### src/pcie_bar_pkg.sv
package pcie_bar_pkg;

	// BAR-hit vector as delivered with each decoded TLP
	localparam int BAR_NUM = 7;

	// Hit bit positions of the two BARs this target answers
	localparam int BAR_REGS = 0;
	localparam int BAR_RAM = 2;

	// Slave data path
	localparam int DATA_W = 16;
	localparam int STRB_W = 2;
	localparam int BYTE_W = DATA_W / STRB_W;

	// APB byte address, bit 0 is always dropped on the slave side
	localparam int ADDR_W = 20;

	// Access sequence of the slave controller
	localparam int ST_W = 2;
	localparam logic [ST_W-1:0] ST_IDLE = 2'd0;
	localparam logic [ST_W-1:0] ST_STROBE = 2'd1;
	localparam logic [ST_W-1:0] ST_RESP = 2'd2;

endpackage
### src/slv_map_pkg.sv
package slv_map_pkg;

	// Word address seen by the datapath blocks
	localparam int WADDR_W = pcie_bar_pkg::ADDR_W - 1;

	// BAR0 register map
	localparam int REG_IDX_W = 9;
	localparam logic [REG_IDX_W-1:0] REG_SEGLED = 9'd0;
	localparam logic [REG_IDX_W-1:0] REG_LED = 9'd1;
	localparam logic [REG_IDX_W-1:0] REG_DIPSW = 9'd2;

	// Board I/O widths
	localparam int SEGLED_W = 14;
	localparam int LED_W = 8;
	localparam int DIPSW_W = 8;

	// Segments start blank, the pattern is active low
	localparam logic [SEGLED_W-1:0] SEGLED_RST = 14'h3fff;
	localparam logic [LED_W-1:0] LED_RST = 8'h00;

	// BAR2 RAM geometry
	localparam int RAM_AW = 14;
	localparam int RAM_DEPTH = 1 << RAM_AW;

	// One word address, two decodes
	// regs: register index in the low bits, rest is don't care
	// ram: word address in the low bits, upper bits must stay zero
	typedef union packed {
		struct packed {
			logic [WADDR_W-REG_IDX_W-1:0] upper;
			logic [REG_IDX_W-1:0] idx;
		} regs;
		struct packed {
			logic [WADDR_W-RAM_AW-1:0] upper;
			logic [RAM_AW-1:0] word;
		} ram;
	} slv_addr_u;

endpackage

### src/slv_bar_ctrl.sv
`timescale 1ns/1ns

module slv_bar_ctrl (
	input logic pcie_clk,
	input logic sys_rst,
	// APB slave
	input logic psel_i,
	input logic penable_i,
	input logic pwrite_i,
	input logic [pcie_bar_pkg::ADDR_W-1:0] paddr_i,
	input logic [pcie_bar_pkg::DATA_W-1:0] pwdata_i,
	input logic [pcie_bar_pkg::STRB_W-1:0] pstrb_i,
	input logic [pcie_bar_pkg::BAR_NUM-1:0] bar_hit_i,
	output logic [pcie_bar_pkg::DATA_W-1:0] prdata_o,
	output logic pready_o,
	output logic pslverr_o,
	// Datapath blocks
	input logic [pcie_bar_pkg::DATA_W-1:0] regs_dat_i,
	input logic [pcie_bar_pkg::DATA_W-1:0] ram_dat_i,
	output logic regs_ce_o,
	output logic ram_ce_o,
	output logic slv_we_o,
	output logic [pcie_bar_pkg::STRB_W-1:0] slv_sel_o,
	output slv_map_pkg::slv_addr_u slv_adr_o,
	output logic [pcie_bar_pkg::DATA_W-1:0] slv_dat_o
);

	logic [pcie_bar_pkg::ST_W-1:0] state;
	logic hit_regs;
	logic hit_ram;
	logic bar_ok;
	logic hit_regs_q;
	logic hit_ram_q;
	logic err_q;

	// Exactly one of BAR0 and BAR2 must be hit
	assign hit_regs = bar_hit_i[pcie_bar_pkg::BAR_REGS];
	assign hit_ram = bar_hit_i[pcie_bar_pkg::BAR_RAM];
	assign bar_ok = hit_regs ^ hit_ram;

	// Strobe or error decided in the setup cycle
	always_ff @(posedge pcie_clk) begin
		if (sys_rst) begin
			state <= pcie_bar_pkg::ST_IDLE;
			hit_regs_q <= 1'b0;
			hit_ram_q <= 1'b0;
			err_q <= 1'b0;
		end else begin
			case (state)
				pcie_bar_pkg::ST_IDLE: begin
					if (psel_i && !penable_i) begin
						hit_regs_q <= hit_regs;
						hit_ram_q <= hit_ram;
						err_q <= !bar_ok;
						state <= bar_ok ? pcie_bar_pkg::ST_STROBE : pcie_bar_pkg::ST_RESP;
					end
				end
				pcie_bar_pkg::ST_STROBE: state <= pcie_bar_pkg::ST_RESP;
				pcie_bar_pkg::ST_RESP: state <= pcie_bar_pkg::ST_IDLE;
				default: state <= pcie_bar_pkg::ST_IDLE;
			endcase
		end
	end

	// One-cycle strobe in the first access cycle
	assign regs_ce_o = (state == pcie_bar_pkg::ST_STROBE) && hit_regs_q;
	assign ram_ce_o = (state == pcie_bar_pkg::ST_STROBE) && hit_ram_q;

	// Payload is held stable by the host for the whole transfer
	assign slv_we_o = pwrite_i;
	assign slv_sel_o = pstrb_i;
	assign slv_adr_o = paddr_i[pcie_bar_pkg::ADDR_W-1:1];
	assign slv_dat_o = pwdata_i;

	assign pready_o = (state == pcie_bar_pkg::ST_RESP);
	assign pslverr_o = (state == pcie_bar_pkg::ST_RESP) && err_q;

	// Blocks return registered data in the respond cycle
	always_comb begin
		prdata_o = '0;
		if (state == pcie_bar_pkg::ST_RESP && !err_q)
			prdata_o = hit_regs_q ? regs_dat_i : ram_dat_i;
	end

	a_ce_in_access: assert property (
		@(posedge pcie_clk) disable iff (sys_rst)
		(regs_ce_o || ram_ce_o) |-> (psel_i && penable_i)
	) else $error("slave strobe outside an APB access cycle");

	a_ce_exclusive: assert property (
		@(posedge pcie_clk) disable iff (sys_rst)
		!(regs_ce_o && ram_ce_o)
	) else $error("BAR0 and BAR2 strobes high together");

	a_ready_in_access: assert property (
		@(posedge pcie_clk) disable iff (sys_rst)
		pready_o |-> (psel_i && penable_i)
	) else $error("pready outside an APB access cycle");

endmodule

### config.mk
export PLATFORM = sky130hd
export DESIGN_NAME = slv_bar_ctrl
export DESIGN_NICKNAME = d
export VERILOG_FILES = /design/src/pcie_bar_pkg.sv /design/src/slv_map_pkg.sv /design/src/slv_bar_ctrl.sv
export SDC_FILE = /design/constraint.sdc
export NUM_CORES = 1
export LEC_CHECK = 0
export ABC_AREA = 1
export BUFFER_PORTS_ARGS = -buffer_cell sky130_fd_sc_hd__buf_2
export CORE_MARGIN = 3
export CORE_UTILIZATION = 25
export CTS_CLUSTER_DIAMETER = 120
export DETAILED_ROUTE_END_ITERATION = 8
export PLACE_DENSITY = 0.88
export SLEW_MARGIN = 30
export SYNTH_ARGS = -nofsm -noshare
export SYNTH_HDL_FRONTEND = slang
export SYNTH_SLANG_ARGS = --single-unit
### constraint.sdc
create_clock -name pcie_clk -period 0.8 [get_ports pcie_clk]
set_input_delay 0.04 -clock pcie_clk [delete_from_list [all_inputs] [get_ports pcie_clk]]
set_output_delay 0.04 -clock pcie_clk [all_outputs]
set_load 0.01 [all_outputs]
## Yosys cells after proc, flatten, opt, wreduce, memory -nomap -nowiden

Index checks and enable logic that the tools add are counted.

| storage, ports and cells | value |
|---|---|
| flip-flop bits (word level) | 5 |
| input bits | 82 |
| word-level logic and storage cells | 23 |

| operators by class | value |
|---|---|
| equal/unequal tests | 3 |
| mux-type cells | 5 |
| bitwise logic cells | 1 |
| reductions and logical operators | 10 |

Operators by type and width:

| kind | count |
|---|---|
| 16-bit 2-to-1 mux | 2 |
| 1-bit logical AND | 5 |
| 2-bit 2-to-1 mux | 2 |
| 2-bit one-hot mux with 2 select lines | 1 |
| 1-bit logical NOT | 3 |
| 2-bit by 1-bit equality test with 1-bit output (second input constant) | 1 |
| 2-bit equality test (second input constant) | 1 |
| 2-bit logical NOT | 1 |
| 2-bit inequality test (second input constant) | 1 |
| 2-bit AND reduction | 1 |
| 1-bit XOR | 1 |

## Depth between registers and ports, before layout

Gate-level depths: netlist of the first run.

| depth | value |
|---|---|
| depth in word-level cells | 4 |
| gate-level depth with buffers | 6 |
| depth with buffers taken out | 6 |

## Worst setup path before layout of the first run

OpenSTA, ideal clock, no wires.

| timing path | value |
|---|---|
| path type | register to output |
| from | register state[1] in the netlist's numbering |
| to | output port prdata_o[10] in the netlist's numbering |
| arrival time | 0.908 ns |
| data required time | 0.760 ns |
| path slack | -0.148 ns |
| stages on the path, launching flop included | 6 |
| path through | dfxtp_1 > inv_2 > nor2_4 > nand2_4 > buf_6 > a21oi_2 |

| on the way | value |
|---|---|
| longest elaborated chain between the ends | 3 |

Ends and longest elaborated chain:

| item | RTL line | source |
|---|---|---|
| from (decl) | slv_bar_ctrl.sv:28 | `logic [pcie_bar_pkg::ST_W-1:0] state;` |
| from (signal assigned) | slv_bar_ctrl.sv:44 | `state <= pcie_bar_pkg::ST_IDLE;` |
| from (signal assigned) | slv_bar_ctrl.sv:55 | `state <= bar_ok ? pcie_bar_pkg::ST_STROBE : pcie_bar_pkg::ST_RESP;` |
| from (signal assigned) | slv_bar_ctrl.sv:58 | `pcie_bar_pkg::ST_STROBE: state <= pcie_bar_pkg::ST_RESP;` |
| 2-bit equality test | - |  |
| via pready_o | slv_bar_ctrl.sv:15 | `output logic pready_o,` |
| 1-bit logical AND | slv_bar_ctrl.sv:81 | `if (state == pcie_bar_pkg::ST_RESP && !err_q)` |
| 16-bit 2-to-1 mux | slv_bar_ctrl.sv:81 |  |
| to (decl) | slv_bar_ctrl.sv:14 | `output logic [pcie_bar_pkg::DATA_W-1:0] prdata_o,` |

The timed path passes the listed nets, and every way through them passes these cells.

## Final worst setup path of the first run

| timing path | value |
|---|---|
| from | register state[1] in the netlist's numbering |
| to | output port prdata_o[10] in the netlist's numbering |

| on the way | value |
|---|---|
| longest elaborated chain between the ends | 3 |

Ends and longest elaborated chain:

| item | RTL line |
|---|---|
| 2-bit equality test | slv_bar_ctrl.sv:81 |
| 1-bit logical AND | slv_bar_ctrl.sv:81 |
| 16-bit 2-to-1 mux | slv_bar_ctrl.sv:81 |

Every way passes these cells.

==> results of run 1 <==
[per-layer routing]
| layer | GRT usage, % | vias up | part of all wire, % |
|---|---|---|---|
| met2 | 18.8 | 47 | 48 |
| met4 | 6.20 | 0 | 3.6 |
| met5 | 0 | - | 0 |
| li1 | - | 445 | - |
| met1 | 13.2 | 376 | 39 |
| met3 | 2.67 | 9 | 9.2 |
[stage by stage]
stage               setup slack [ns]  util [%]  hold WS [ns]  power [mW]  cells
floorplan                     -0.146         -         0.102       0.712    134
global placement              -0.268      32.3        0.0801       0.663    202
detailed placement            -0.297      32.3        0.0801       0.672    202
CTS                           -0.460      37.9        0.0801        1.06    211
global route                  -0.525      39.2        0.0800        1.14    211
finish                        -0.445      39.2        0.0800        1.06    211
[final cells by class]
class / instances / area share [%]
clock buffer: 4 / 2.16
inverter: 10 / 4.12
multi-input combinational: 78 / 44.9
sequential: 5 / 8.86
tap: 44 / 4.53
timing repair buffer: 70 / 35.4
[state kept, by name, indices dropped and copies added (netlist names)]
signal      cells
hit_ram_q       1
hit_regs_q      1
state           2
err_q           1
[synth_stat cells]
cell type  instances  area share (%)
a21oi_1            7             4.2
a21oi_2           10              11
buf_2              1            0.61
buf_4             40              36
buf_6              1             1.4
dfxtp_1            5              12
inv_1              8             3.6
inv_2              1            0.45
inv_4              1            0.76
nand2_1           43              20
nand2_4            1             1.4
nand3_1            2             1.2
nor2_1            11             5.0
nor2_4             1             1.4
nor3_1             2             1.2
[cells by family after synthesis]
kind of cell,after synthesis
AO/OA/AOI/OAI,17
buffers and inverters,52
flip-flops,5
AND/OR/NAND/NOR,60
[report_power, final]
group          switching (mW)  internal (mW)  leakage [nW]
logic                   0.258          0.214         0.541
registers              0.0168          0.266        0.0430
clock network           0.113          0.189        0.0150
[final timing paths]
check / endpoint / cells after the start / slack, ns
worst min register to register: hit_ram_q$_SDFFE_PP0P_ / 2 / 0.49
worst min-delay path: slv_dat_o[12] / 0 / 0.08
worst max-delay path: prdata_o[10] / 6 / -0.45
worst max register to register: hit_ram_q$_SDFFE_PP0P_ / 6 / -0.19
[repair_timing]
action                                  CTS  global route
gates cloned                              1             0
buffers inserted                          3             1
hold buffers                              1             0
endpoints found under the setup margin   25            25
endpoints found under the hold margin     2             0
pin swaps                                 4             1
gates resized for setup                  24            10
[worst reg2reg max path, delay by kind of cell, from the launching register on]
kind | cells | cell delay (ns)
buffers and inverters | 2 | 0.21
and+or+nand+nor | 4 | 0.39
DFF | 1 | 0.32
==> flow_summary.ini, run 1 <==
[clock_tree]
numClockSinks = 5
htreeDepth = 1
clock_path_buffers = 2
cts_tree = done
clk_pin_slew_ns = 0.05
clk_latency_ns = 0.25
cts_buffers = 3
cts_root_buf = clkbuf_4

[worst_setup_path]
critPathBufInv = 3
cp_top_family = flip-flops
cp-start-kind = flop
crit_required_ns = 0.76
worstSetupPathType = flop to output port
arrival_ns = 1.21
crit_path_end_kind = output port
r2r_start = state[1]$_SDFFE_PP0P_
path_cells = inv_2, nor2_4, buf_12, nand2_8, a21oi_4, buf_2
crit_start = state[1]$_SDFFE_PP0P_
cp_max_fo = 8
slowest_delay_ns = 0.33
cpMaxStageDelayCell = dfxtp_2

[drt]
first_pass_iters = 2
vias = 877
wire_per_inst_um = 10.7
wl_um = 2250
avgViaCountPerCell = 4.16
drt_iter0_markers = 7
post-route-drc-count = 0
ant_nets = 0

[yosys]
synth_top_family_by_area = buffers and inverters
synthMuxAreaShare_pct = 0
yosysWarnings = 0
synth-seq-area-share_pct = 12.1
synth-simple-area-share_pct = 29.7
syn_nets = 216
synth_compound_area_share_pct = 14.9
syn-instance-count = 134
yosysUniqueCellTypes = 15
synth_xor_area_share_pct = 0
avgSynthCellArea_sq_um = 6.15
syn_area_sq_um = 825
ys_ff_latch = 5
synth_fa_ha_area_share_pct = 0

[timing]
hold_violations = 0
setup_viol = 24
finalMaxSlewViolations = 0
grt_setup_unrepaired = true
period_needed_ns = 1.25
slew_headroom_pct = 86.0
setup_ws_ns = -0.445
finClkSkew_ns = 0.00581
worst_pin_slew_ns = 0.209
fin_crit_sh_pct = 156
fin_tns_setup_ns = -8.79
clock.fmax_mhz = 803

[global_routing]
grt_max_degree = 18
grt-ovfl-total = 0
grt_pass1_vias = 851
antenna_found_initial = 0
grt_pass1_wl_um = 3680
grtUsageTotal_pct = 11.3

[die]
core_sq_um = 3100
rows = 20
pin_count = 140
die_area_sq_um = 4020
initial_core_util_pct = 26.6
die_x_um = 63.4
die_y_um = 63.4

[cells_and_area]
nets = 250
n_fill_cell = 346
fin_area_sq_um = 1210
diodes = 0
areaGrowthSynthToFinish_pct = 47.3
final_common_cell = buf_2
register_area_sq_um = 108
drive_gt1_share_pct = 63.5
mostFrequentLayoutCells = buf_2, nand2_1, a21oi_4
multi_input_area_sq_um = 546

[power_and_ir_drop]
vdd_drop_max_mv = 0.604
leakage_nw = 0.599
power_density_nw_per_um2 = 870

[min_path]
hp-start = pwdata_i[12]
min_path_type = primary input to output port

[flow_run]
maxCapViolCount = 0

[status]
violations = negative setup slack
status = finished, violations left

[placed_design]
hpwlAfterDp_um = 1620
gp_congestion = 0.729
portBuffers = 57
post_dp_cell_area_sq_um = 1000
(Power assumes the default switching activity.)
==> inputs of run 2 (changes only) <==
--- a/config.mk
+++ b/config.mk
@@ -7,11 +7,13 @@
 export LEC_CHECK = 0
 export ABC_AREA = 1
 export BUFFER_PORTS_ARGS = -buffer_cell sky130_fd_sc_hd__buf_2
+export CELL_PAD_IN_SITES_DETAIL_PLACEMENT = 0
+export CELL_PAD_IN_SITES_GLOBAL_PLACEMENT = 1
 export CORE_MARGIN = 3
-export CORE_UTILIZATION = 25
+export CORE_UTILIZATION = 13
 export CTS_CLUSTER_DIAMETER = 120
 export DETAILED_ROUTE_END_ITERATION = 8
-export PLACE_DENSITY = 0.88
+export PLACE_DENSITY = 0.84
 export SLEW_MARGIN = 30
 export SYNTH_ARGS = -nofsm -noshare
 export SYNTH_HDL_FRONTEND = slang
==> run 2 against run 1 <==
  * The flow still finishes with violations (negative setup slack)
  * Routed wire length increased by 5.6%
  * Cell count increased by 13%
  * Clock skew decreased by 0.0049 ns
  * Utilization decreased by 19 points
  * Clock power increased by 59%
  * Via count decreased by 0.34%
  * First-iteration DRC count decreased by 14%
  * Critical path depth decreased by 1
  * Sequential cell count unchanged
  * Register-to-register slack got worse by 0.05 ns
  * Power increased by 14%
  * Cell area increased by 0.31%
==> flow_summary.ini, run 2 (synthesis gave the netlist of run 1 again) <==
[power_and_ir_drop]
power_density_nw_per_um2 = 986
p_sw_share_pct = 32.3
power_frac_clock_pct = 39.9
switchingPower_uw = 389
combPwrFrac_pct = 36.9
leakage_nw = 0.587
vdd_drop_max_mv = 0.308
seqPwrFrac_pct = 23.2
intPower_uw = 813

[timing]
grt_setup_unrepaired = true
hold_violations = 0
setup_ws_ns = -0.423
setup_viol = 25
worst_pin_slew_ns = 0.224
clock.fmax_mhz = 818
slew_headroom_pct = 85.0
period_needed_ns = 1.22
finClkSkew_ns = 0.000889
finalMaxSlewViolations = 0
fin_crit_sh_pct = 153

[drt]
avgViaCountPerCell = 3.67
ant_nets = 0
vias = 874
drt_iter0_markers = 6
wire_per_inst_um = 9.98
first_pass_iters = 2
post-route-drc-count = 0
wl_um = 2380

[clock_tree]
cts_buffers = 3
htreeDepth = 1
hold_buffers = 0
numClockSinks = 5
clk_latency_ns = 0.22
cts_tree = done
cts_root_buf = clkbuf_8
clock_path_buffers = 2
clk_pin_slew_ns = 0.04

[flow_run]
maxCapViolCount = 0

[die]
die_y_um = 85.6
initial_core_util_pct = 13.7
core_sq_um = 6030
die_x_um = 85.6
die_area_sq_um = 7330
pin_count = 140
rows = 28

[placed_design]
gp_congestion = 0.658
portBuffers = 57
hpwlAfterDp_um = 1910
dp_slack_ns = -0.216

[worst_setup_path]
crit_path_end_kind = output port
r2r_slack_ns = -0.24
worstSetupPathType = flop to output port
cp-start-kind = flop
crit_required_ns = 0.76
cp_max_fo = 9
arrival_ns = 1.18

[min_path]
min_path_type = primary input to flop

[global_routing]
grt_max_degree = 18
grt_pass1_vias = 877
grt_pass1_wl_um = 3760
grt-ovfl-total = 0
antenna_found_initial = 0
grtUsageTotal_pct = 6.42

[cells_and_area]
regMostFlops = state
largest_reg_flops = 2
mostFrequentLayoutCells = buf_2, nand2_1, a21oi_4
drive_gt1_share_pct = 60.7
finish.utilization_pct = 20.2
nets = 246
final_common_cell = buf_2
diodes = 0
areaGrowthSynthToFinish_pct = 47.8

[status]
violations = negative setup slack
status = finished, violations left
[run 2: cell count changes in the layout (fill, tap and decap cells not counted), moves of 3 or more]
cell	previous run	this run
clkbuf_4	3	0
buf_2	53	48
nand2_8	3	0
buf_6	6	9
clkbuf_8	0	3
[run 2: path summary, 6_finish.rpt]
check                                             from                       to  depth (start not counted)
worst max register to register   state[1]$_SDFFE_PP0P_  hit_regs_q$_SDFFE_PP0P_                          6
worst max-delay path             state[0]$_SDFFE_PP0P_             prdata_o[14]                          5
worst min register to register  hit_ram_q$_SDFFE_PP0P_   hit_ram_q$_SDFFE_PP0P_                          2
worst min-delay path                           sys_rst    state[1]$_SDFFE_PP0P_                          2
[run 2: area by class of cell]
cell class / count / area (sq um)
fill: 675 / 4810
multi-input combinational: 77 / 489
timing repair buffer: 67 / 442
sequential: 5 / 106
tap: 75 / 93.8
clock buffer: 4 / 45.0
inverter: 10 / 42.5
[run 2: routing by layer]
| metal | GRT usage [%] | wire length (um) | vias up |
|---|---|---|---|
| met5 | 0 | 0 | - |
| met1 | 5.69 | 807 | 382 |
| met2 | 11.8 | 1170 | 46 |
| met3 | 2.98 | 330 | 15 |
| met4 | 3.74 | 68 | 0 |
| li1 | - | - | 431 |
[run 2: through the flow]
step / hold slack (ns) / area (sq um) / instances / power [mW] / TNS, ns
after floorplan: 0.102 / 925 / 134 / 0.712 / -1.92
after global placement: 0.0801 / 1070 / 234 / 0.689 / -4.09
after detailed placement: 0.0801 / 1070 / 234 / 0.694 / -4.33
after CTS: 0.0147 / 1180 / 238 / 1.21 / -8.82
after global routing: 0.0388 / 1220 / 238 / 1.28 / -10.00
final: 0.0183 / 1220 / 238 / 1.20 / -8.38
[run 2: power groups by stage]
stage	Combinational, mW	Sequential, mW	Clock (mW)
floorplan	0.435	0.277	0
global placement	0.407	0.281	0
finish	0.443	0.279	0.479
detailed placement	0.412	0.282	0
CTS	0.439	0.280	0.488
global route	0.492	0.282	0.509
[run 2: what timing repair did]
item,4_1_cts,5_1_grt
pin swaps,1,2
endpoints found under the setup margin,25,25
buffers inserted,1,0
resized for setup,15,9
[run 2: worst max-delay path: stages (launching register included)]
cell     delay (ns)
dfxtp_2        0.34
nor2_4         0.14
nand2_4        0.08
buf_12         0.16
a21oi_4        0.12
buf_6          0.11
==> inputs of run 3 (changes only) <==
--- a/config.mk
+++ b/config.mk
@@ -13,7 +13,7 @@
 export CORE_UTILIZATION = 13
 export CTS_CLUSTER_DIAMETER = 120
 export DETAILED_ROUTE_END_ITERATION = 8
-export PLACE_DENSITY = 0.84
+export PLACE_DENSITY_LB_ADDON = 0.08
 export SLEW_MARGIN = 30
 export SYNTH_ARGS = -nofsm -noshare
 export SYNTH_HDL_FRONTEND = slang
==> run 3 against run 2 <==
  * The flow still finishes with violations (negative setup slack)
  * Sequential cell count did not move
  * Worst setup slack worse by 0.017 ns
  * Sequential share of layout area fell by 0.065 points
  * Power barely moved
==> flow_summary.ini, run 3 (synthesis gave the netlist of run 1 again) <==
[cells_and_area]
n_fill_cell = 691
finish.utilization_pct = 21.1
areaGrowthSynthToFinish_pct = 54.2
regMostFlops = state
final_common_cell = buf_2
diodes = 0
instances_no_fill = 242
register_area_sq_um = 110
nets = 250
largest_reg_flops = 2
mostFrequentLayoutCells = buf_2, nand2_1, buf_6
drive_gt1_share_pct = 61.7
multi_input_area_sq_um = 498

[clock_tree]
hold_buffers = 0
numClockSinks = 5
cts_tree = done
cts_buffers = 3
clk_pin_slew_ns = 0.03
clock_path_buffers = 2
cts_root_buf = clkbuf_8
clk_latency_ns = 0.22
htreeDepth = 1

[timing]
fin_tns_setup_ns = -8.00
clock.fmax_mhz = 807
setup_viol = 24
setup_ws_ns = -0.439
finClkSkew_ns = 0.000365
slew_headroom_pct = 84.6
hold_violations = 0
grt_setup_unrepaired = true
worst_pin_slew_ns = 0.230
timing.hold.ws_ns = 0.0177
finalMaxSlewViolations = 0
fin_crit_sh_pct = 155
period_needed_ns = 1.24

[placed_design]
hpwlAfterDp_um = 2190
place_inst = 234
gp_congestion = 0.698
portBuffers = 57
dp_slack_ns = -0.254

[drt]
wl_um = 2660
wire_per_inst_um = 11.0
post-route-drc-count = 0
vias = 895
first_pass_iters = 4
drt_iter0_markers = 9
ant_nets = 0
avgViaCountPerCell = 3.70

[power_and_ir_drop]
power_density_nw_per_um2 = 946
vdd_drop_max_mv = 0.409
leakage_nw = 0.619

[global_routing]
grt_pass1_vias = 931
grt_max_degree = 18
grt_pass1_wl_um = 4160
grtUsageTotal_pct = 7.05
antenna_found_initial = 0
grt-ovfl-total = 0

[die]
initial_core_util_pct = 13.7
die_y_um = 85.6
core_sq_um = 6030
rows = 28
die_area_sq_um = 7330
pin_count = 140
die_x_um = 85.6

[worst_setup_path]
worst-r2r-cell-count = 6
arrival_ns = 1.20
r2r_start = state[0]$_SDFFE_PP0P_
cp_max_fo = 8
r2r-end = hit_regs_q$_SDFFE_PP0P_
cp-start-kind = flop
crit_required_ns = 0.76
crit_path_end_kind = output port
worstSetupPathType = flop to output port
r2r_slack_ns = -0.21

[flow_run]
maxCapViolCount = 0

[min_path]
min_path_type = primary input to flop
holdPathStages = 2
hp-start = sys_rst
min_to = state[1]$_SDFFE_PP0P_

[status]
status = finished, violations left
violations = negative setup slack
==> run 3: changes by cell type in the layout (fill, tap and decap cells not counted), moves of 2 or more <==
cell,previous run,this run
a21oi_2,7,3
a21oi_1,0,4
buf_4,8,10
buf_6,9,11
==> run 3: how the worst max path moves through the flow <==
stage / start / endpoint / slack [ns] / cells past startpoint
CTS: state[1]$_SDFFE_PP0P_ / prdata_o[6] / -0.46 / 6
finish: state[1]$_SDFFE_PP0P_ / prdata_o[8] / -0.44 / 6
global route: state[1]$_SDFFE_PP0P_ / prdata_o[6] / -0.50 / 6
detailed placement: state[1]$_SDFFE_PP0P_ / prdata_o[6] / -0.25 / 6
floorplan: state[1]$_SDFFE_PP0P_ / prdata_o[10] / -0.15 / 5
global placement: state[1]$_SDFFE_PP0P_ / prdata_o[12] / -0.24 / 6
==> run 3: stage by stage <==
step | area [sq um] | total power, mW
floorplan | 925 | 0.712
global placement | 1070 | 0.702
detailed placement | 1070 | 0.701
CTS | 1200 | 1.21
global route | 1270 | 1.29
finish | 1270 | 1.20
==> run 3: cell type report <==
type,count,area share (%)
clock buffers,4,3.54
inverters,10,3.54
multi-input cells,77,39.2
repair buffers,71,37.7
flip-flops and latches,5,8.66
well taps,75,7.38
==> run 3: timing repair <==
action,in CTS,in global routing
setup buffers,3,2
pin swaps,2,2
endpoints found under the setup margin,25,25
resized for setup,15,15
==> run 3: critical path, cell delays in order (launching register included) <==
cell,delay [ns]
dfxtp_2,0.32
inv_2,0.05
nor2_4,0.10
nand2_4,0.11
buf_12,0.16
a21oi_4,0.10
buf_2,0.14
==> run 3: where the power goes <==
| group | leakage, nW | internal, mW | switching (mW) | total, mW |
|---|---|---|---|---|
| logic | 0.553 | 0.221 | 0.247 | 0.468 |
| registers | 0.0433 | 0.264 | 0.0137 | 0.278 |
| clock network | 0.0228 | 0.341 | 0.115 | 0.456 |
| total | 0.619 | 0.827 | 0.376 | 1.20 |
==> run 3: metal layers <==
layer  GRT usage (%)  share of wire, %
met1            7.75                37
met2            11.9                50
met3            2.31                10
met4            3.88               3.1
met5               0                 0
