--- config.mk ---
export PLATFORM = sky130hd
export DESIGN_NAME = bar0_regs
export DESIGN_NICKNAME = d
export VERILOG_FILES = /design/src/pcie_bar_pkg.sv /design/src/slv_map_pkg.sv /design/src/bar0_regs.sv
export SDC_FILE = /design/constraint.sdc
export NUM_CORES = 1
export LEC_CHECK = 0
export ABC_AREA = 1
export BUFFER_PORTS_ARGS = -buffer_cell sky130_fd_sc_hd__buf_2
export CORE_MARGIN = 2
export CORE_UTILIZATION = 25
export DETAILED_ROUTE_END_ITERATION = 7
export GPL_ROUTABILITY_DRIVEN = 0
export PLACE_DENSITY = 0.56
export SLEW_MARGIN = 30
export SYNTH_ARGS = -nofsm -noshare
export SYNTH_HDL_FRONTEND = slang
export SYNTH_SLANG_ARGS = --single-unit
--- constraint.sdc ---
create_clock -name pcie_clk -period 1.4 [get_ports pcie_clk]
set_clock_uncertainty 0.2 [all_clocks]
set_input_delay 0 -clock pcie_clk [delete_from_list [all_inputs] [get_ports pcie_clk]]
set_output_delay 0 -clock pcie_clk [all_outputs]
set_load 0.03 [all_outputs]
--- src/pcie_bar_pkg.sv ---
package pcie_bar_pkg;

	// BAR-hit vector as delivered with each decoded TLP
	localparam int BAR_NUM = 7;

	// Hit bit positions of the two BARs this target answers
	localparam int BAR_REGS = 0;
	localparam int BAR_RAM = 2;

	// Slave data path
	localparam int DATA_W = 16;
	localparam int STRB_W = 2;
	localparam int BYTE_W = DATA_W / STRB_W;

	// APB byte address, bit 0 is always dropped on the slave side
	localparam int ADDR_W = 20;

	// Access sequence of the slave controller
	localparam int ST_W = 2;
	localparam logic [ST_W-1:0] ST_IDLE = 2'd0;
	localparam logic [ST_W-1:0] ST_STROBE = 2'd1;
	localparam logic [ST_W-1:0] ST_RESP = 2'd2;

endpackage
--- src/slv_map_pkg.sv ---
package slv_map_pkg;

	// Word address seen by the datapath blocks
	localparam int WADDR_W = pcie_bar_pkg::ADDR_W - 1;

	// BAR0 register map
	localparam int REG_IDX_W = 9;
	localparam logic [REG_IDX_W-1:0] REG_SEGLED = 9'd0;
	localparam logic [REG_IDX_W-1:0] REG_LED = 9'd1;
	localparam logic [REG_IDX_W-1:0] REG_DIPSW = 9'd2;

	// Board I/O widths
	localparam int SEGLED_W = 14;
	localparam int LED_W = 8;
	localparam int DIPSW_W = 8;

	// Segments start blank, the pattern is active low
	localparam logic [SEGLED_W-1:0] SEGLED_RST = 14'h3fff;
	localparam logic [LED_W-1:0] LED_RST = 8'h00;

	// BAR2 RAM geometry
	localparam int RAM_AW = 14;
	localparam int RAM_DEPTH = 1 << RAM_AW;

	// One word address, two decodes
	// regs: register index in the low bits, rest is don't care
	// ram: word address in the low bits, upper bits must stay zero
	typedef union packed {
		struct packed {
			logic [WADDR_W-REG_IDX_W-1:0] upper;
			logic [REG_IDX_W-1:0] idx;
		} regs;
		struct packed {
			logic [WADDR_W-RAM_AW-1:0] upper;
			logic [RAM_AW-1:0] word;
		} ram;
	} slv_addr_u;

endpackage

--- src/bar0_regs.sv ---
`timescale 1ns/1ns

module bar0_regs (
	input logic pcie_clk,
	input logic sys_rst,
	input logic ce_i,
	input logic we_i,
	input logic [pcie_bar_pkg::STRB_W-1:0] sel_i,
	input slv_map_pkg::slv_addr_u adr_i,
	input logic [pcie_bar_pkg::DATA_W-1:0] dat_i,
	input logic [slv_map_pkg::DIPSW_W-1:0] dipsw_i,
	output logic [pcie_bar_pkg::DATA_W-1:0] dat_o,
	output logic [slv_map_pkg::SEGLED_W-1:0] segled_o,
	output logic [slv_map_pkg::LED_W-1:0] led_o
);

	logic [slv_map_pkg::SEGLED_W-1:0] segled_q;
	logic [slv_map_pkg::LED_W-1:0] led_q;
	logic [pcie_bar_pkg::DATA_W-1:0] rd_q;

	// Register writes, byte lanes follow the strobes
	always_ff @(posedge pcie_clk) begin
		if (sys_rst) begin
			segled_q <= slv_map_pkg::SEGLED_RST;
			led_q <= slv_map_pkg::LED_RST;
		end else if (ce_i && we_i) begin
			case (adr_i.regs.idx)
				slv_map_pkg::REG_SEGLED: begin
					if (sel_i[0])
						segled_q[pcie_bar_pkg::BYTE_W-1:0] <= dat_i[pcie_bar_pkg::BYTE_W-1:0];
					if (sel_i[1])
						segled_q[slv_map_pkg::SEGLED_W-1:pcie_bar_pkg::BYTE_W] <=
							dat_i[slv_map_pkg::SEGLED_W-1:pcie_bar_pkg::BYTE_W];
				end
				slv_map_pkg::REG_LED: begin
					// Only the low lane is backed
					if (sel_i[0])
						led_q <= dat_i[slv_map_pkg::LED_W-1:0];
				end
				default: ;
			endcase
		end
	end

	// Read data captured on the strobe, held until the next read
	always_ff @(posedge pcie_clk) begin
		if (sys_rst) begin
			rd_q <= '0;
		end else if (ce_i && !we_i) begin
			case (adr_i.regs.idx)
				slv_map_pkg::REG_SEGLED:
					rd_q <= {{(pcie_bar_pkg::DATA_W - slv_map_pkg::SEGLED_W){1'b0}}, segled_q};
				slv_map_pkg::REG_LED:
					rd_q <= {{(pcie_bar_pkg::DATA_W - slv_map_pkg::LED_W){1'b0}}, led_q};
				slv_map_pkg::REG_DIPSW:
					rd_q <= {{(pcie_bar_pkg::DATA_W - slv_map_pkg::DIPSW_W){1'b0}}, dipsw_i};
				// Unmapped offsets echo byte address bits 16:1
				default: rd_q <= adr_i[pcie_bar_pkg::DATA_W-1:0];
			endcase
		end
	end

	assign dat_o = rd_q;
	assign segled_o = segled_q;
	assign led_o = led_q;

	a_wr_has_strobe: assert property (
		@(posedge pcie_clk) disable iff (sys_rst)
		(ce_i && we_i) |-> (sel_i != '0)
	) else $error("BAR0 write with no byte enable");

endmodule

Word-level counts from Yosys, hierarchy flattened
Index checks and enable logic that the tools add are counted.
W data, S select, Z words.

storage, ports and cells
  register bits = 38
  logic and storage cells = 14

operators by class
  equal/unequal tests = 2
  muxes and demuxes = 1
  reduce and logical (&&, ||, !) cells = 7

operators with widths
  cell                  count
  $pmux W16 S3          1
  $eq A9 B1 Y1 const B  1
  $eq A9 B2 Y1 const B  1
  $logic_not A9 Y1      1
  $reduce_and A3 Y1     3
  $logic_and A1 B1 Y1   2
  $logic_not A1 Y1      1

Depth between registers and ports, before layout
Gate-level depths: netlist of run 1.

  depth after elaboration = 2
  mapped depth = 10
  depth with buffers taken out = 10

Least setup slack after synthesis of run 1
Ideal clock, no wire load.

  kind = input to register
  start = in adr_i[7] (netlist bit)
  end = reg segled_q, in the netlist segled_o[8]
  library setup time = 0.135 ns
  arrival = 0.873 ns
  slack = 0.193 ns
  stages = 9
  buffers on the path = 1
  path through = nor2_1 nand2_2 nor2_4 nand2_4 inv_6 buf_6 nand2_4 nand2_1 nand3_1

on the way
  cells in the longest elaborated chain, start to end = 2

RTL lines
  element                          line             RTL
  from (decl)                      bar0_regs.sv:9   input slv_map_pkg::slv_addr_u adr_i,
  $logic_not A9 Y1                 bar0_regs.sv:27  case (adr_i.regs.idx)
  $reduce_and A3 Y1 (no line)      --
  to (signal assigned)             bar0_regs.sv:24  segled_q <= slv_map_pkg::SEGLED_RST;
  to (signal, indexed assignment)  bar0_regs.sv:30  segled_q[pcie_bar_pkg::BYTE_W-1:0] <= dat_i[pcie_bar_pkg::BYTE_W-1:0];
  to (signal, indexed assignment)  bar0_regs.sv:32  segled_q[slv_map_pkg::SEGLED_W-1:pcie_bar_pkg::BYTE_W] <=
  to (decl)                        bar0_regs.sv:17  logic [slv_map_pkg::SEGLED_W-1:0] segled_q;

Every way passes these cells.
A chain may end at the register's enable or synchronous reset.

==> results.env, run 1 <==
CRIT_PATH_CELL_TRACE='dlygate4sd3_1 > buf_2 > inv_1 > buf_4 > o21ai_0 > a31oi_1'
OUTCOME='finished clean'
BUSIEST_LAYER='met2'
YOSYS_WARNINGS=0
DRT-VIAS-PER-INSTANCE=4.42
FINAL_LAYOUT_SIZE_SUFFIX_GT1_FRAC=0.347
RESIDUAL_ANTENNA_VIOLATING_NET_COUNT_AFTER_DETAILED_ROUTING=0
CTS-BUFFERS-INSERTED=5
SINK_COUNT=38
GRT_PASS1_WL_UM=9380
FAMILY_WITH_THE_MOST_DELAY_ON_THE_WORST_PATH='buffers and inverters'
DETAILEDROUTE.FIRSTITERATIONVIOLATIONS=97
FINAL_MAX_SLEW_VIOL_COUNT=0
SYNTH_ENABLE_FLOP_CELLS=0
NUMPORTBUFFERS=81
GRT_UTIL_MET3=0.0356
CP-END-KIND='register'
WORST_PATH_LARGEST_CELL_DELAY_NS=0.53
DETAILEDROUTE.FIRSTPASSITERATIONCOUNT=4
CLOCK_INSERTION_DELAY_WORST_SKEW_NS=0.29
POST_SYNTH_NUM_CELL_TYPES=29
CRITICAL_PATH_CLASS='in2reg'
FIN_SETUP_TNS_NS=0
ENDPOINT_REQUIRED_TIME_ON_THE_CRITICAL_PATH_NS=1.42
POST_SYNTH_INST_COUNT=245
SYN-MEAN-INSTANCE-AREA_UM2=7.48
LARGEST_NET_DEGREE_AT_THE_START_OF_GLOBAL_ROUTING=20
NUM_VIAS=2106
FINAL_HOLD_VIOL_COUNT=0
CTS_SETUP_BUFFERS=0
GR-USAGE-MET1=0.216
SYNTH_NETS=294
PLACE.DETAILED.HPWL_UM=4480
MAX_SLEW.WORST_PIN.SLEW_NS=0.321
WL_PER_CELL_UM=12.7
YS_SEQ_ELEMENTS=38
HIGHEST_COUNT_CELLS_IN_THE_LAYOUT_IGNORING_FILL_AND_TAPS='sky130_fd_sc_hd__buf_2 (81), sky130_fd_sc_hd__nand2_1 (47), sky130_fd_sc_hd__nand3_1 (39), sky130_fd_sc_hd__dlygate4sd3_1 (39), sky130_fd_sc_hd__dfxtp_1 (38)'
SLOWEST_STAGE_CELL_CRIT_PATH='sky130_fd_sc_hd__dlygate4sd3_1'
FMAXACHIEVABLE_MHz=837
FINALSETUPVIOLCOUNT=0
DRC=0
CTS-ROOT-TO-SINK-BUFFERS=2
NUMBER_OF_TOP_LEVEL_PINS=87
MET2_USAGE=0.239
STATIC_LEAKAGE_nW=1.44
SYNTH_FF_TYPE='sky130_fd_sc_hd__dfxtp_1'
CTS.ROOT.BUFFER_CELL='sky130_fd_sc_hd__clkbuf_8'
FIN_CRIT_NS=1.19
MAX-SLEW-MARGIN-REL=0.785
DIE-WIDTH_UM=89.6
RSZ0062_AT_GRT='false'
CORE_UM2=7180
SYNTH_AREA_UM2=1830
PLACEMENTROWS=31
POWER.DENSITY_CELL_AREA_nW_PER_UM2=846
TOTAL_POWER_mW=2.46
FINALCRITPERIODSHARE=0.853
WIRELENGTH_UM=6050
CP_MAX_FO=19
DIE-AREA_UM2=8030
CLOCK_TREE_FROM_TRITONCTS='built'
CRITICAL_PATH_DATA_ARRIVAL_TIME_NS=1.22
GR-TOTAL-OVERFLOW=0
MOSTFREQUENTLAYOUTCELL='sky130_fd_sc_hd__buf_2'
NUM-FILL-CELLS=729
POST_CTS.RESIZED_INSTANCES=0
INITIAL_UTILIZATION=0.255
H-TREE-DEPTH=2
DIEHEIGHT_UM=89.6
NUM-NETS-FINAL=425
SYNTH_SEQ_AREA_SHARE=0.415
CRITPATHBUFINV=4
GRTUSAGETOTAL=0.154
WORSTSETUPSTARTPOINTTYPE='primary input'
GRT_PASS1_VIAS=1936
MAXCAPVIOLCOUNT=0
AREA.GROWTH.SYNTH_TO_FINAL_PCT=58.8
POWER.IR.VDD_WORST_V=0.000357
ASYNC_RESET_FF_FRAC=0
INSERTEDDIODECOUNT=0
FINISH.INSTANCE_AREA_UM2=2910
NUMBER_OF_ANTENNA_VIOLATIONS_AT_THE_FIRST_CHECK_IN_GLOBAL_ROUTING=0
MIN-DELAY-PATH-CLASS='in2reg'
PLACED_CELL_AREA_UM2=2410
CLK_TRANSITION_REPORTED_PATHS_NS=0.08
[cell families after synthesis]
| kind of cell | Yosys count | share of synthesized area |
|---|---|---|
| AND/OR/NAND/NOR | 140 | 0.378 |
| flip-flops | 38 | 0.415 |
| buffers and inverters | 25 | 0.0601 |
| AO/OA/AOI/OAI | 42 | 0.147 |
[through the flow]
stage	util	setup slack [ns]	hold WS (ns)	instances
floorplan	-	0.193	-0.0736	245
global placement	0.336	0.0776	0.0318	429
detailed placement	0.336	0.0472	0.0371	429
CTS	0.406	0.195	0.0165	476
global route	0.406	0.122	0.0428	476
finish	0.406	0.205	0.0190	476
[state kept, by name, indices dropped and copies added, names as in the netlist]
| register | count |
|---|---|
| dat_o | 16 |
| segled_o | 14 |
| led_o | 8 |
[final timing paths]
kind	to	from	slack [ns]	cells after the start
worst max-delay path	dat_o[8]	sys_rst	0.21	6
worst min-delay path	dat_o[0]	adr_i[2]	0.02	7
worst max register to register	dat_o[5]	led_o[5]	0.35	4
worst min register to register	segled_o[9]	segled_o[9]	0.29	2
[layout make-up]
| cell class | count | area, µm² | area share |
|---|---|---|---|
| flip-flops and latches | 38 | 761 | 0.261 |
| clock inverters | 2 | 37.5 | 0.0129 |
| inverters | 17 | 68.8 | 0.0236 |
| clock buffers | 6 | 72.6 | 0.0249 |
| well taps | 99 | 124 | 0.0425 |
| multi-input cells | 182 | 962 | 0.330 |
| repair buffers | 132 | 886 | 0.304 |
[power breakdown]
group / internal [mW] / leakage, nW / switching, mW
logic: 0.182 / 1.08 / 0.215
clock network: 0.532 / 0.0514 / 0.411
registers: 1.11 / 0.310 / 0.0139
total: 1.82 / 1.44 / 0.639
[routing by layer]
metal  wire, µm  vias up
met1       3000      959
li1           -     1082
met2       2730       59
met5          0        -
met4         50        0
met3        273        6
[worst register-to-register path: cells and delay by family (launching register included)]
kind               cells  cell delay, ns
DFF                    1            0.36
AOI/OAI and AO/OA      2            0.23
and+or+nand+nor        2            0.17
[repair_timing]
action / in CTS / in global routing
hold buffers: 39 / 0
hold endpoints to repair: 38 / 0
endpoints found under the setup margin: 0 / 0
[synth_stat cells (3+ instances only)]
cell,count,share of area
sky130_fd_sc_hd__a21oi_1,9,0.025
sky130_fd_sc_hd__a21oi_2,6,0.029
sky130_fd_sc_hd__buf_2,3,0.0082
sky130_fd_sc_hd__clkbuf_1,4,0.0082
sky130_fd_sc_hd__dfxtp_1,38,0.42
sky130_fd_sc_hd__inv_1,12,0.025
sky130_fd_sc_hd__inv_2,4,0.0082
sky130_fd_sc_hd__nand2_1,47,0.096
sky130_fd_sc_hd__nand3_1,39,0.11
sky130_fd_sc_hd__nor2_1,29,0.059
sky130_fd_sc_hd__nor2_2,3,0.010
sky130_fd_sc_hd__nor2_4,3,0.018
sky130_fd_sc_hd__nor3_1,6,0.016
sky130_fd_sc_hd__o21ai_0,14,0.038
sky130_fd_sc_hd__o21ai_1,6,0.016
sky130_fd_sc_hd__or2_0,3,0.010
(Power assumes the default switching activity.)
==> inputs of run 2 (changes only) <==
--- a/config.mk
+++ b/config.mk
@@ -8,10 +8,10 @@
 export ABC_AREA = 1
 export BUFFER_PORTS_ARGS = -buffer_cell sky130_fd_sc_hd__buf_2
 export CORE_MARGIN = 2
-export CORE_UTILIZATION = 25
+export CORE_UTILIZATION = 46
 export DETAILED_ROUTE_END_ITERATION = 7
 export GPL_ROUTABILITY_DRIVEN = 0
-export PLACE_DENSITY = 0.56
+export PLACE_DENSITY = 0.87
 export SLEW_MARGIN = 30
 export SYNTH_ARGS = -nofsm -noshare
 export SYNTH_HDL_FRONTEND = slang
==> run 2 against run 1 <==
  * Clock power is 0.8% higher
  * Register-to-register slack better by 0.02 ns
  * Cell area is 2.9% lower
  * Sequential share of layout area is 0.77 points higher
  * Core utilization is 35 points higher
  * Largest cell class unchanged
  * Final cell count is 12% lower
  * Die area is 44% lower
  * Combinational power hardly changed
  * Flip-flop and latch count stayed put
  * First-iteration DRC count is 39% higher
  * Count of clock-buffer cells in the layout stayed put
==> results.env, run 2 (synthesized netlist as in run 1, its figures left out) <==
OUTCOME='finished clean'
DIE-AREA_UM2=4510
CRITPATHBUFINV=2
FINALCRITPERIODSHARE=0.910
FIN_SETUP_TNS_NS=0
NUMBER_OF_ANTENNA_VIOLATIONS_AT_THE_FIRST_CHECK_IN_GLOBAL_ROUTING=0
TOTAL_SWITCHING_POWER_mW=0.612
MAX_FFS_PER_REGISTER=16
FINALNONFILLERCELLS=419
DETAILEDROUTE.FIRSTITERATIONVIOLATIONS=135
ENDPOINT_REQUIRED_TIME_ON_THE_CRITICAL_PATH_NS=1.42
WORSTREG2REGEND='dat_o[1]'
FIN_WS_NS=0.126
PLACE.DETAILED.HPWL_UM=3680
GRT_PASS1_VIAS=2150
CLK_TRANSITION_REPORTED_PATHS_NS=0.07
H-TREE-DEPTH=2
NUMPORTBUFFERS=81
SW_FRAC_OF_TOTAL=0.248
PRE_CTS_WS_NS=0.0220
WORSTSETUPSTARTPOINT='adr_i[7]'
MAX_SLEW.WORST_PIN.SLEW_NS=0.527
AREA.GROWTH.SYNTH_TO_FINAL_PCT=54.3
MINIMUM_SETUP_SLACK_AMONG_REG_TO_REG_PATHS_NS=0.37
CTS-ROOT-TO-SINK-BUFFERS=2
MAX-SLEW-MARGIN-REL=0.649
FINISH.INSTANCE_AREA_UM2=2830
NUM-FILL-CELLS=281
P_SEQ_FRAC=0.455
POWER.COMBINATIONAL.FRACTION=0.161
P_CLK_FRAC=0.384
FINALSETUPVIOLCOUNT=0
CP-END-KIND='register'
INTERNAL_POWER_mW=1.86
WIRELENGTH_UM=6220
PLACEMENTROWS=22
RSZ0062_AT_GRT='false'
DRC=0
TIMING.REG2REG.WORST_PATH_DEPTH=6
MIN_PATH_CELLS=4
PLACED_CELL_AREA_UM2=2310
GR-TOTAL-OVERFLOW=0
MAXCAPVIOLCOUNT=0
FINAL_MAX_SLEW_VIOL_COUNT=0
CTS.ROOT.BUFFER_CELL='sky130_fd_sc_hd__clkbuf_8'
FIN_CRIT_NS=1.27
TIMING.RR.START='led_o[1]'
STATIC_LEAKAGE_nW=1.43
CLOCK_INSERTION_DELAY_WORST_SKEW_NS=0.29
SLOWEST_STAGE_CELL_CRIT_PATH='sky130_fd_sc_hd__dlygate4sd3_1'
GRTUSAGETOTAL=0.296
TOTAL_POWER_mW=2.47
LARGEST_NET_DEGREE_AT_THE_START_OF_GLOBAL_ROUTING=37
DRT-VIAS-PER-INSTANCE=5.35
CP_MAX_FO=5
WORST_HOLD_STARTPOINT='we_i'
WL_PER_CELL_UM=14.8
FMAXACHIEVABLE_MHz=785
WHS_ENDPOINT='dat_o[14]'
POWER.DENSITY_CELL_AREA_nW_PER_UM2=875
NUM-NETS-FINAL=420
CRITICAL_PATH_DATA_ARRIVAL_TIME_NS=1.29
WORST_PATH_LARGEST_CELL_DELAY_NS=0.58
CLOCK_TREE_FROM_TRITONCTS='built'
CRITICAL_PATH_CLASS='in2reg'
CORE_UM2=3740
MOSTFREQUENTLAYOUTCELL='sky130_fd_sc_hd__buf_2'
INSERTEDDIODECOUNT=0
FINAL_HOLD_VIOL_COUNT=0
HIGHEST_COUNT_CELLS_IN_THE_LAYOUT_IGNORING_FILL_AND_TAPS='sky130_fd_sc_hd__buf_2 (81), sky130_fd_sc_hd__nand2_1 (47), sky130_fd_sc_hd__dlygate4sd3_1 (40)'
MIN-DELAY-PATH-CLASS='in2reg'
DIE-WIDTH_UM=67.1
DETAILEDROUTE.FIRSTPASSITERATIONCOUNT=6
DIEHEIGHT_UM=67.1
PLACE.DETAILED.INSTANCES=372
INITIAL_UTILIZATION=0.490
NUMBER_OF_TOP_LEVEL_PINS=87
RESIDUAL_ANTENNA_VIOLATING_NET_COUNT_AFTER_DETAILED_ROUTING=0
POST_CTS.RESIZED_INSTANCES=0
CTS_SETUP_BUFFERS=0
HOLDBUFCOUNTCTS=40
FAMILY_WITH_THE_MOST_DELAY_ON_THE_WORST_PATH='buffers and inverters'
CRIT_PATH_CELL_TRACE='buf_2 > nor2_1 > nand2_2 > nor2_4 > dlygate4sd3_1 > nand2_1 > a31oi_1'
GRT_PASS1_WL_UM=9950
WORSTSETUPSTARTPOINTTYPE='primary input'
SINK_COUNT=38
FINAL_LAYOUT_SIZE_SUFFIX_GT1_FRAC=0.337
NUM_VIAS=2242
POWER.IR.VDD_WORST_V=0.000533
CTS-BUFFERS-INSERTED=5
==> run 2: worst max-delay path by stage <==
| stage | end | slack, ns | depth (start not counted) |
|---|---|---|---|
| after floorplan | segled_o[8] | 0.19 | 9 |
| final | dat_o[8] | 0.13 | 7 |
| after CTS | dat_o[8] | 0.13 | 7 |
| after global placement | segled_o[13] | 0.07 | 9 |
| after global routing | dat_o[8] | 0.05 | 7 |
| after detailed placement | dat_o[1] | 0.02 | 9 |
==> run 2: area by class of cell <==
cell class,instances,area [µm²],share of cell area
clock buffers,6,82.6,0.0292
clock inverters,1,30.0,0.0106
inverters,17,68.8,0.0243
multi-input cells,182,962,0.340
flip-flops and latches,38,761,0.269
well taps,48,60.1,0.0212
repair buffers,127,863,0.305
==> run 2: tightest hold or removal path: stages <==
cell	delay (ns)
sky130_fd_sc_hd__buf_2	0.11
sky130_fd_sc_hd__nor2_2	0.06
sky130_fd_sc_hd__buf_4	0.18
sky130_fd_sc_hd__a21oi_1	0.14
==> run 2: routing by layer <==
metal  vias up  global-route usage  wire (µm)
met5         -                   0          0
met4         0               0.153        261
met3        34              0.0709        512
met2       136               0.502       3010
met1      1003               0.344       2440
li1       1069                   -          -
==> run 2: power by group through the flow <==
stage                     sequential (mW)  combinational, mW  clock, mW
after global placement               1.15              0.300          0
after floorplan                      1.21              0.108          0
final                                1.12              0.398      0.951
after detailed placement             1.15              0.305          0
after global routing                 1.13              0.428      0.996
after CTS                            1.12              0.389      0.955
==> run 2: stage by stage <==
step / util / hold WS [ns]
after floorplan: - / -0.0736
after global placement: 0.618 / 0.0281
after detailed placement: 0.618 / 0.0333
after CTS: 0.755 / 0.0427
after global routing: 0.755 / 0.0664
final: 0.755 / 0.0453
==> inputs of run 3 (changes only) <==
--- a/config.mk
+++ b/config.mk
@@ -5,12 +5,12 @@
 export SDC_FILE = /design/constraint.sdc
 export NUM_CORES = 1
 export LEC_CHECK = 0
-export ABC_AREA = 1
 export BUFFER_PORTS_ARGS = -buffer_cell sky130_fd_sc_hd__buf_2
 export CORE_MARGIN = 2
-export CORE_UTILIZATION = 46
+export CORE_UTILIZATION = 45
 export DETAILED_ROUTE_END_ITERATION = 7
 export GPL_ROUTABILITY_DRIVEN = 0
+export HOLD_SLACK_MARGIN = 0.08
 export PLACE_DENSITY = 0.87
 export SLEW_MARGIN = 30
 export SYNTH_ARGS = -nofsm -noshare
==> run 3 against run 2 <==
  * The flow now finishes with violations (negative setup slack)
  * Fmax down 11%
  * Cell area rose by 2.2%
  * Via count decreased by 9.0%
  * Wire length increased by 3.0%
  * Count of clock-buffer cells in the layout up 1
  * Final cell count is 11% lower
  * Register-to-register slack got worse by 0.40 ns
==> results.env, run 3 <==
OUTCOME='finished with violations'
VIOLATED_CHECKS='negative setup slack'
MAX-SLEW-MARGIN-REL=0.704
POST_SYNTH_INST_COUNT=188
FINALCRITPERIODSHARE=1.02
CTS-BUFFERS-INSERTED=5
AREA.GROWTH.SYNTH_TO_FINAL_PCT=65.5
SYNTH_SEQ_AREA_SHARE=0.436
GR-USAGE-MET1=0.311
SYNTH_AREA_LEADERS='sky130_fd_sc_hd__dfxtp_1 (44%), sky130_fd_sc_hd__mux2i_1 (8.0%), sky130_fd_sc_hd__a211o_1 (7.5%)'
PRE_CTS_WS_NS=-0.258
LARGEST_NET_DEGREE_AT_THE_START_OF_GLOBAL_ROUTING=23
FINAL_LAYOUT_SIZE_SUFFIX_GT1_FRAC=0.406
MAX_FFS_PER_REGISTER=16
GRT_UTIL_MET3=0.0698
MULTI_INPUT_AREA_UM2=958
POST-SYNTH-TOP-COUNT-CELL='sky130_fd_sc_hd__dfxtp_1'
YS_SEQ_ELEMENTS=38
CTS-ROOT-TO-SINK-BUFFERS=2
FIN_CRIT_NS=1.43
SYN-MEAN-INSTANCE-AREA_UM2=9.28
GRT_PASS1_VIAS=2042
P_SEQ_FRAC=0.472
TIMING.RR.START='led_o[1]'
PLACE.DETAILED.HPWL_UM=3560
WL_PER_CELL_UM=17.3
WIRELENGTH_UM=6400
FINALSETUPVIOLCOUNT=3
GR-TOTAL-OVERFLOW=0
NUMBER_OF_ANTENNA_VIOLATIONS_AT_THE_FIRST_CHECK_IN_GLOBAL_ROUTING=0
BUSIEST_LAYER='met2'
FMAXACHIEVABLE_MHz=701
MIN-DELAY-PATH-CLASS='in2reg'
SYNTH_ENABLE_FLOP_CELLS=0
NUM-FILL-CELLS=231
DETAILEDROUTE.FIRSTITERATIONVIOLATIONS=142
FIN_WS_NS=-0.0265
CP_MAX_FO=3
CLOCK_INSERTION_DELAY_WORST_SKEW_NS=0.30
GRTUSAGETOTAL=0.284
TOTAL_POWER_mW=2.38
CLOCK_TREE_FROM_TRITONCTS='built'
DIE-WIDTH_UM=66.3
SYNTH_NETS=237
MAX_SLEW.WORST_PIN.SLEW_NS=0.444
POWER.IR.VDD_WORST_V=0.000582
STATIC_LEAKAGE_nW=1.36
CLK_TRANSITION_REPORTED_PATHS_NS=0.08
YOSYSTOPAREACELL='sky130_fd_sc_hd__dfxtp_1'
MET2_USAGE=0.498
DIE-AREA_UM2=4390
ENDPOINT_REQUIRED_TIME_ON_THE_CRITICAL_PATH_NS=1.36
POST_SYNTH_NUM_CELL_TYPES=35
INSERTEDDIODECOUNT=0
CRITICAL_PATH_DATA_ARRIVAL_TIME_NS=1.39
MAXCAPVIOLCOUNT=0
FINAL_MAX_SLEW_VIOL_COUNT=0
SYNTH_TOP_AREA_FRAC=0.436
HIGHEST_COUNT_CELLS_IN_THE_LAYOUT_IGNORING_FILL_AND_TAPS='sky130_fd_sc_hd__buf_2 (81), sky130_fd_sc_hd__dlygate4sd3_1 (39), sky130_fd_sc_hd__dfxtp_1 (36)'
DRC=0
RSZ0062_AT_GRT='true'
INITIAL_UTILIZATION=0.473
DIEHEIGHT_UM=66.3
H-TREE-DEPTH=2
INTERNAL_POWER_mW=1.72
SYNTH_AREA_UM2=1750
NUMPORTBUFFERS=81
GRT_PASS1_WL_UM=9290
CTS.ROOT.BUFFER_CELL='sky130_fd_sc_hd__clkbuf_8'
P_CLK_FRAC=0.340
RESIDUAL_ANTENNA_VIOLATING_NET_COUNT_AFTER_DETAILED_ROUTING=0
SW_FRAC_OF_TOTAL=0.276
SYNTH_FF_TYPE='sky130_fd_sc_hd__dfxtp_1'
WORST_HOLD_STARTPOINT='adr_i[1]'
PLACEMENTROWS=22
POWER.COMBINATIONAL.FRACTION=0.188
TOTAL_SWITCHING_POWER_mW=0.658
DETAILEDROUTE.FIRSTPASSITERATIONCOUNT=4
DRT-VIAS-PER-INSTANCE=5.50
NUM-NETS-FINAL=371
MOSTFREQUENTLAYOUTCELL='sky130_fd_sc_hd__buf_2'
CORE_UM2=3690
NUMBER_OF_TOP_LEVEL_PINS=87
FINAL_HOLD_VIOL_COUNT=0
YOSYS_WARNINGS=0
CP-END-KIND='register'
FIN_WORST_HOLD_SLACK_NS=0.0696
CRITICAL_PATH_CLASS='reg2reg'
FINAL-SEQ-AREA_UM2=763
NUM_VIAS=2040
POWER.DENSITY_CELL_AREA_nW_PER_UM2=824
WORSTSETUPSTARTPOINT='led_o[1]'
SINK_COUNT=38
WORSTSETUPSTARTPOINTTYPE='register'
ASYNC_RESET_FF_FRAC=0
YS_TOP_CELLS_BY_COUNT='sky130_fd_sc_hd__dfxtp_1 (38), sky130_fd_sc_hd__nor2_1 (31), sky130_fd_sc_hd__a211o_1 (15), sky130_fd_sc_hd__mux2i_1 (14)'
-- run 3: cell types whose count changed in the layout (fill, tap and decap cells not counted), sizes merged, moves of 12 or more --
cell   change
buf       +15
a21oi     -12
mux2i     +14
o21ai     -22
nand2     -45
a211o     +15
nand3     -38
-- run 3: worst max-delay path: stages, from the launching register on --
cell	delay, ns
sky130_fd_sc_hd__dfxtp_2	0.34
sky130_fd_sc_hd__mux2_2	0.28
sky130_fd_sc_hd__a31oi_1	0.26
sky130_fd_sc_hd__a211o_1	0.16
sky130_fd_sc_hd__a21oi_1	0.06
-- run 3: layout make-up --
| type | count | share of cell area |
|---|---|---|
| Multi-Input combinational cell | 127 | 0.332 |
| Timing Repair Buffer | 141 | 0.340 |
| Sequential cell | 38 | 0.264 |
| Tap cell | 48 | 0.0208 |
| Clock buffer | 7 | 0.0299 |
| Inverter | 9 | 0.0117 |
| Clock inverter | 1 | 0.00173 |
-- run 3: path summary, 6_finish.rpt --
check / endpoint / slack (ns) / depth (start not counted)
worst max-delay path: dat_o[1] / -0.03 / 4
worst min-delay path: dat_o[5] / 0.07 / 4
worst max register to register: dat_o[1] / -0.03 / 4
worst min register to register: dat_o[15] / 0.27 / 2
-- run 3: kinds of logic after synthesis --
logic type             count (synthesis)  synth area share
buffers and inverters                 23            0.0573
flip-flops                            38             0.436
AO/OA/AOI/OAI                         39             0.184
AND/OR/NAND/NOR                       72             0.230
multiplexers                          16            0.0932
-- run 3: stage by stage --
| stage | utilization | std cells | setup TNS (ns) | instance area, µm² |
|---|---|---|---|---|
| 6_report | 0.783 | 371 | -0.0494 | 2890 |
| 2_1_floorplan | - | 188 | 0 | 1750 |
| 3_5_place_dp | 0.624 | 322 | -4.78 | 2300 |
| 4_1_cts | 0.755 | 369 | 0 | 2780 |
| 3_3_place_gp | 0.624 | 322 | -4.64 | 2300 |
| 5_1_grt | 0.783 | 371 | -0.414 | 2890 |
-- run 3: power groups by stage --
stage	clock, mW	combinational [mW]	sequential [mW]
finish	0.809	0.448	1.12
detailed placement	0	0.318	1.15
global placement	0	0.314	1.15
CTS	0.790	0.403	1.12
global route	0.836	0.475	1.12
floorplan	0	0.115	1.20
-- run 3: per-layer routing --
metal,vias up,part of all wire
met2,104,0.51
met1,958,0.39
met3,29,0.064
li1,949,-
met5,-,0
met4,0,0.034
-- run 3: repair_timing --
action	in CTS	in global routing
resized for setup	0	14
hold endpoints to repair	38	0
endpoints found under the setup margin	0	18
setup buffers	0	2
hold buffers	39	0
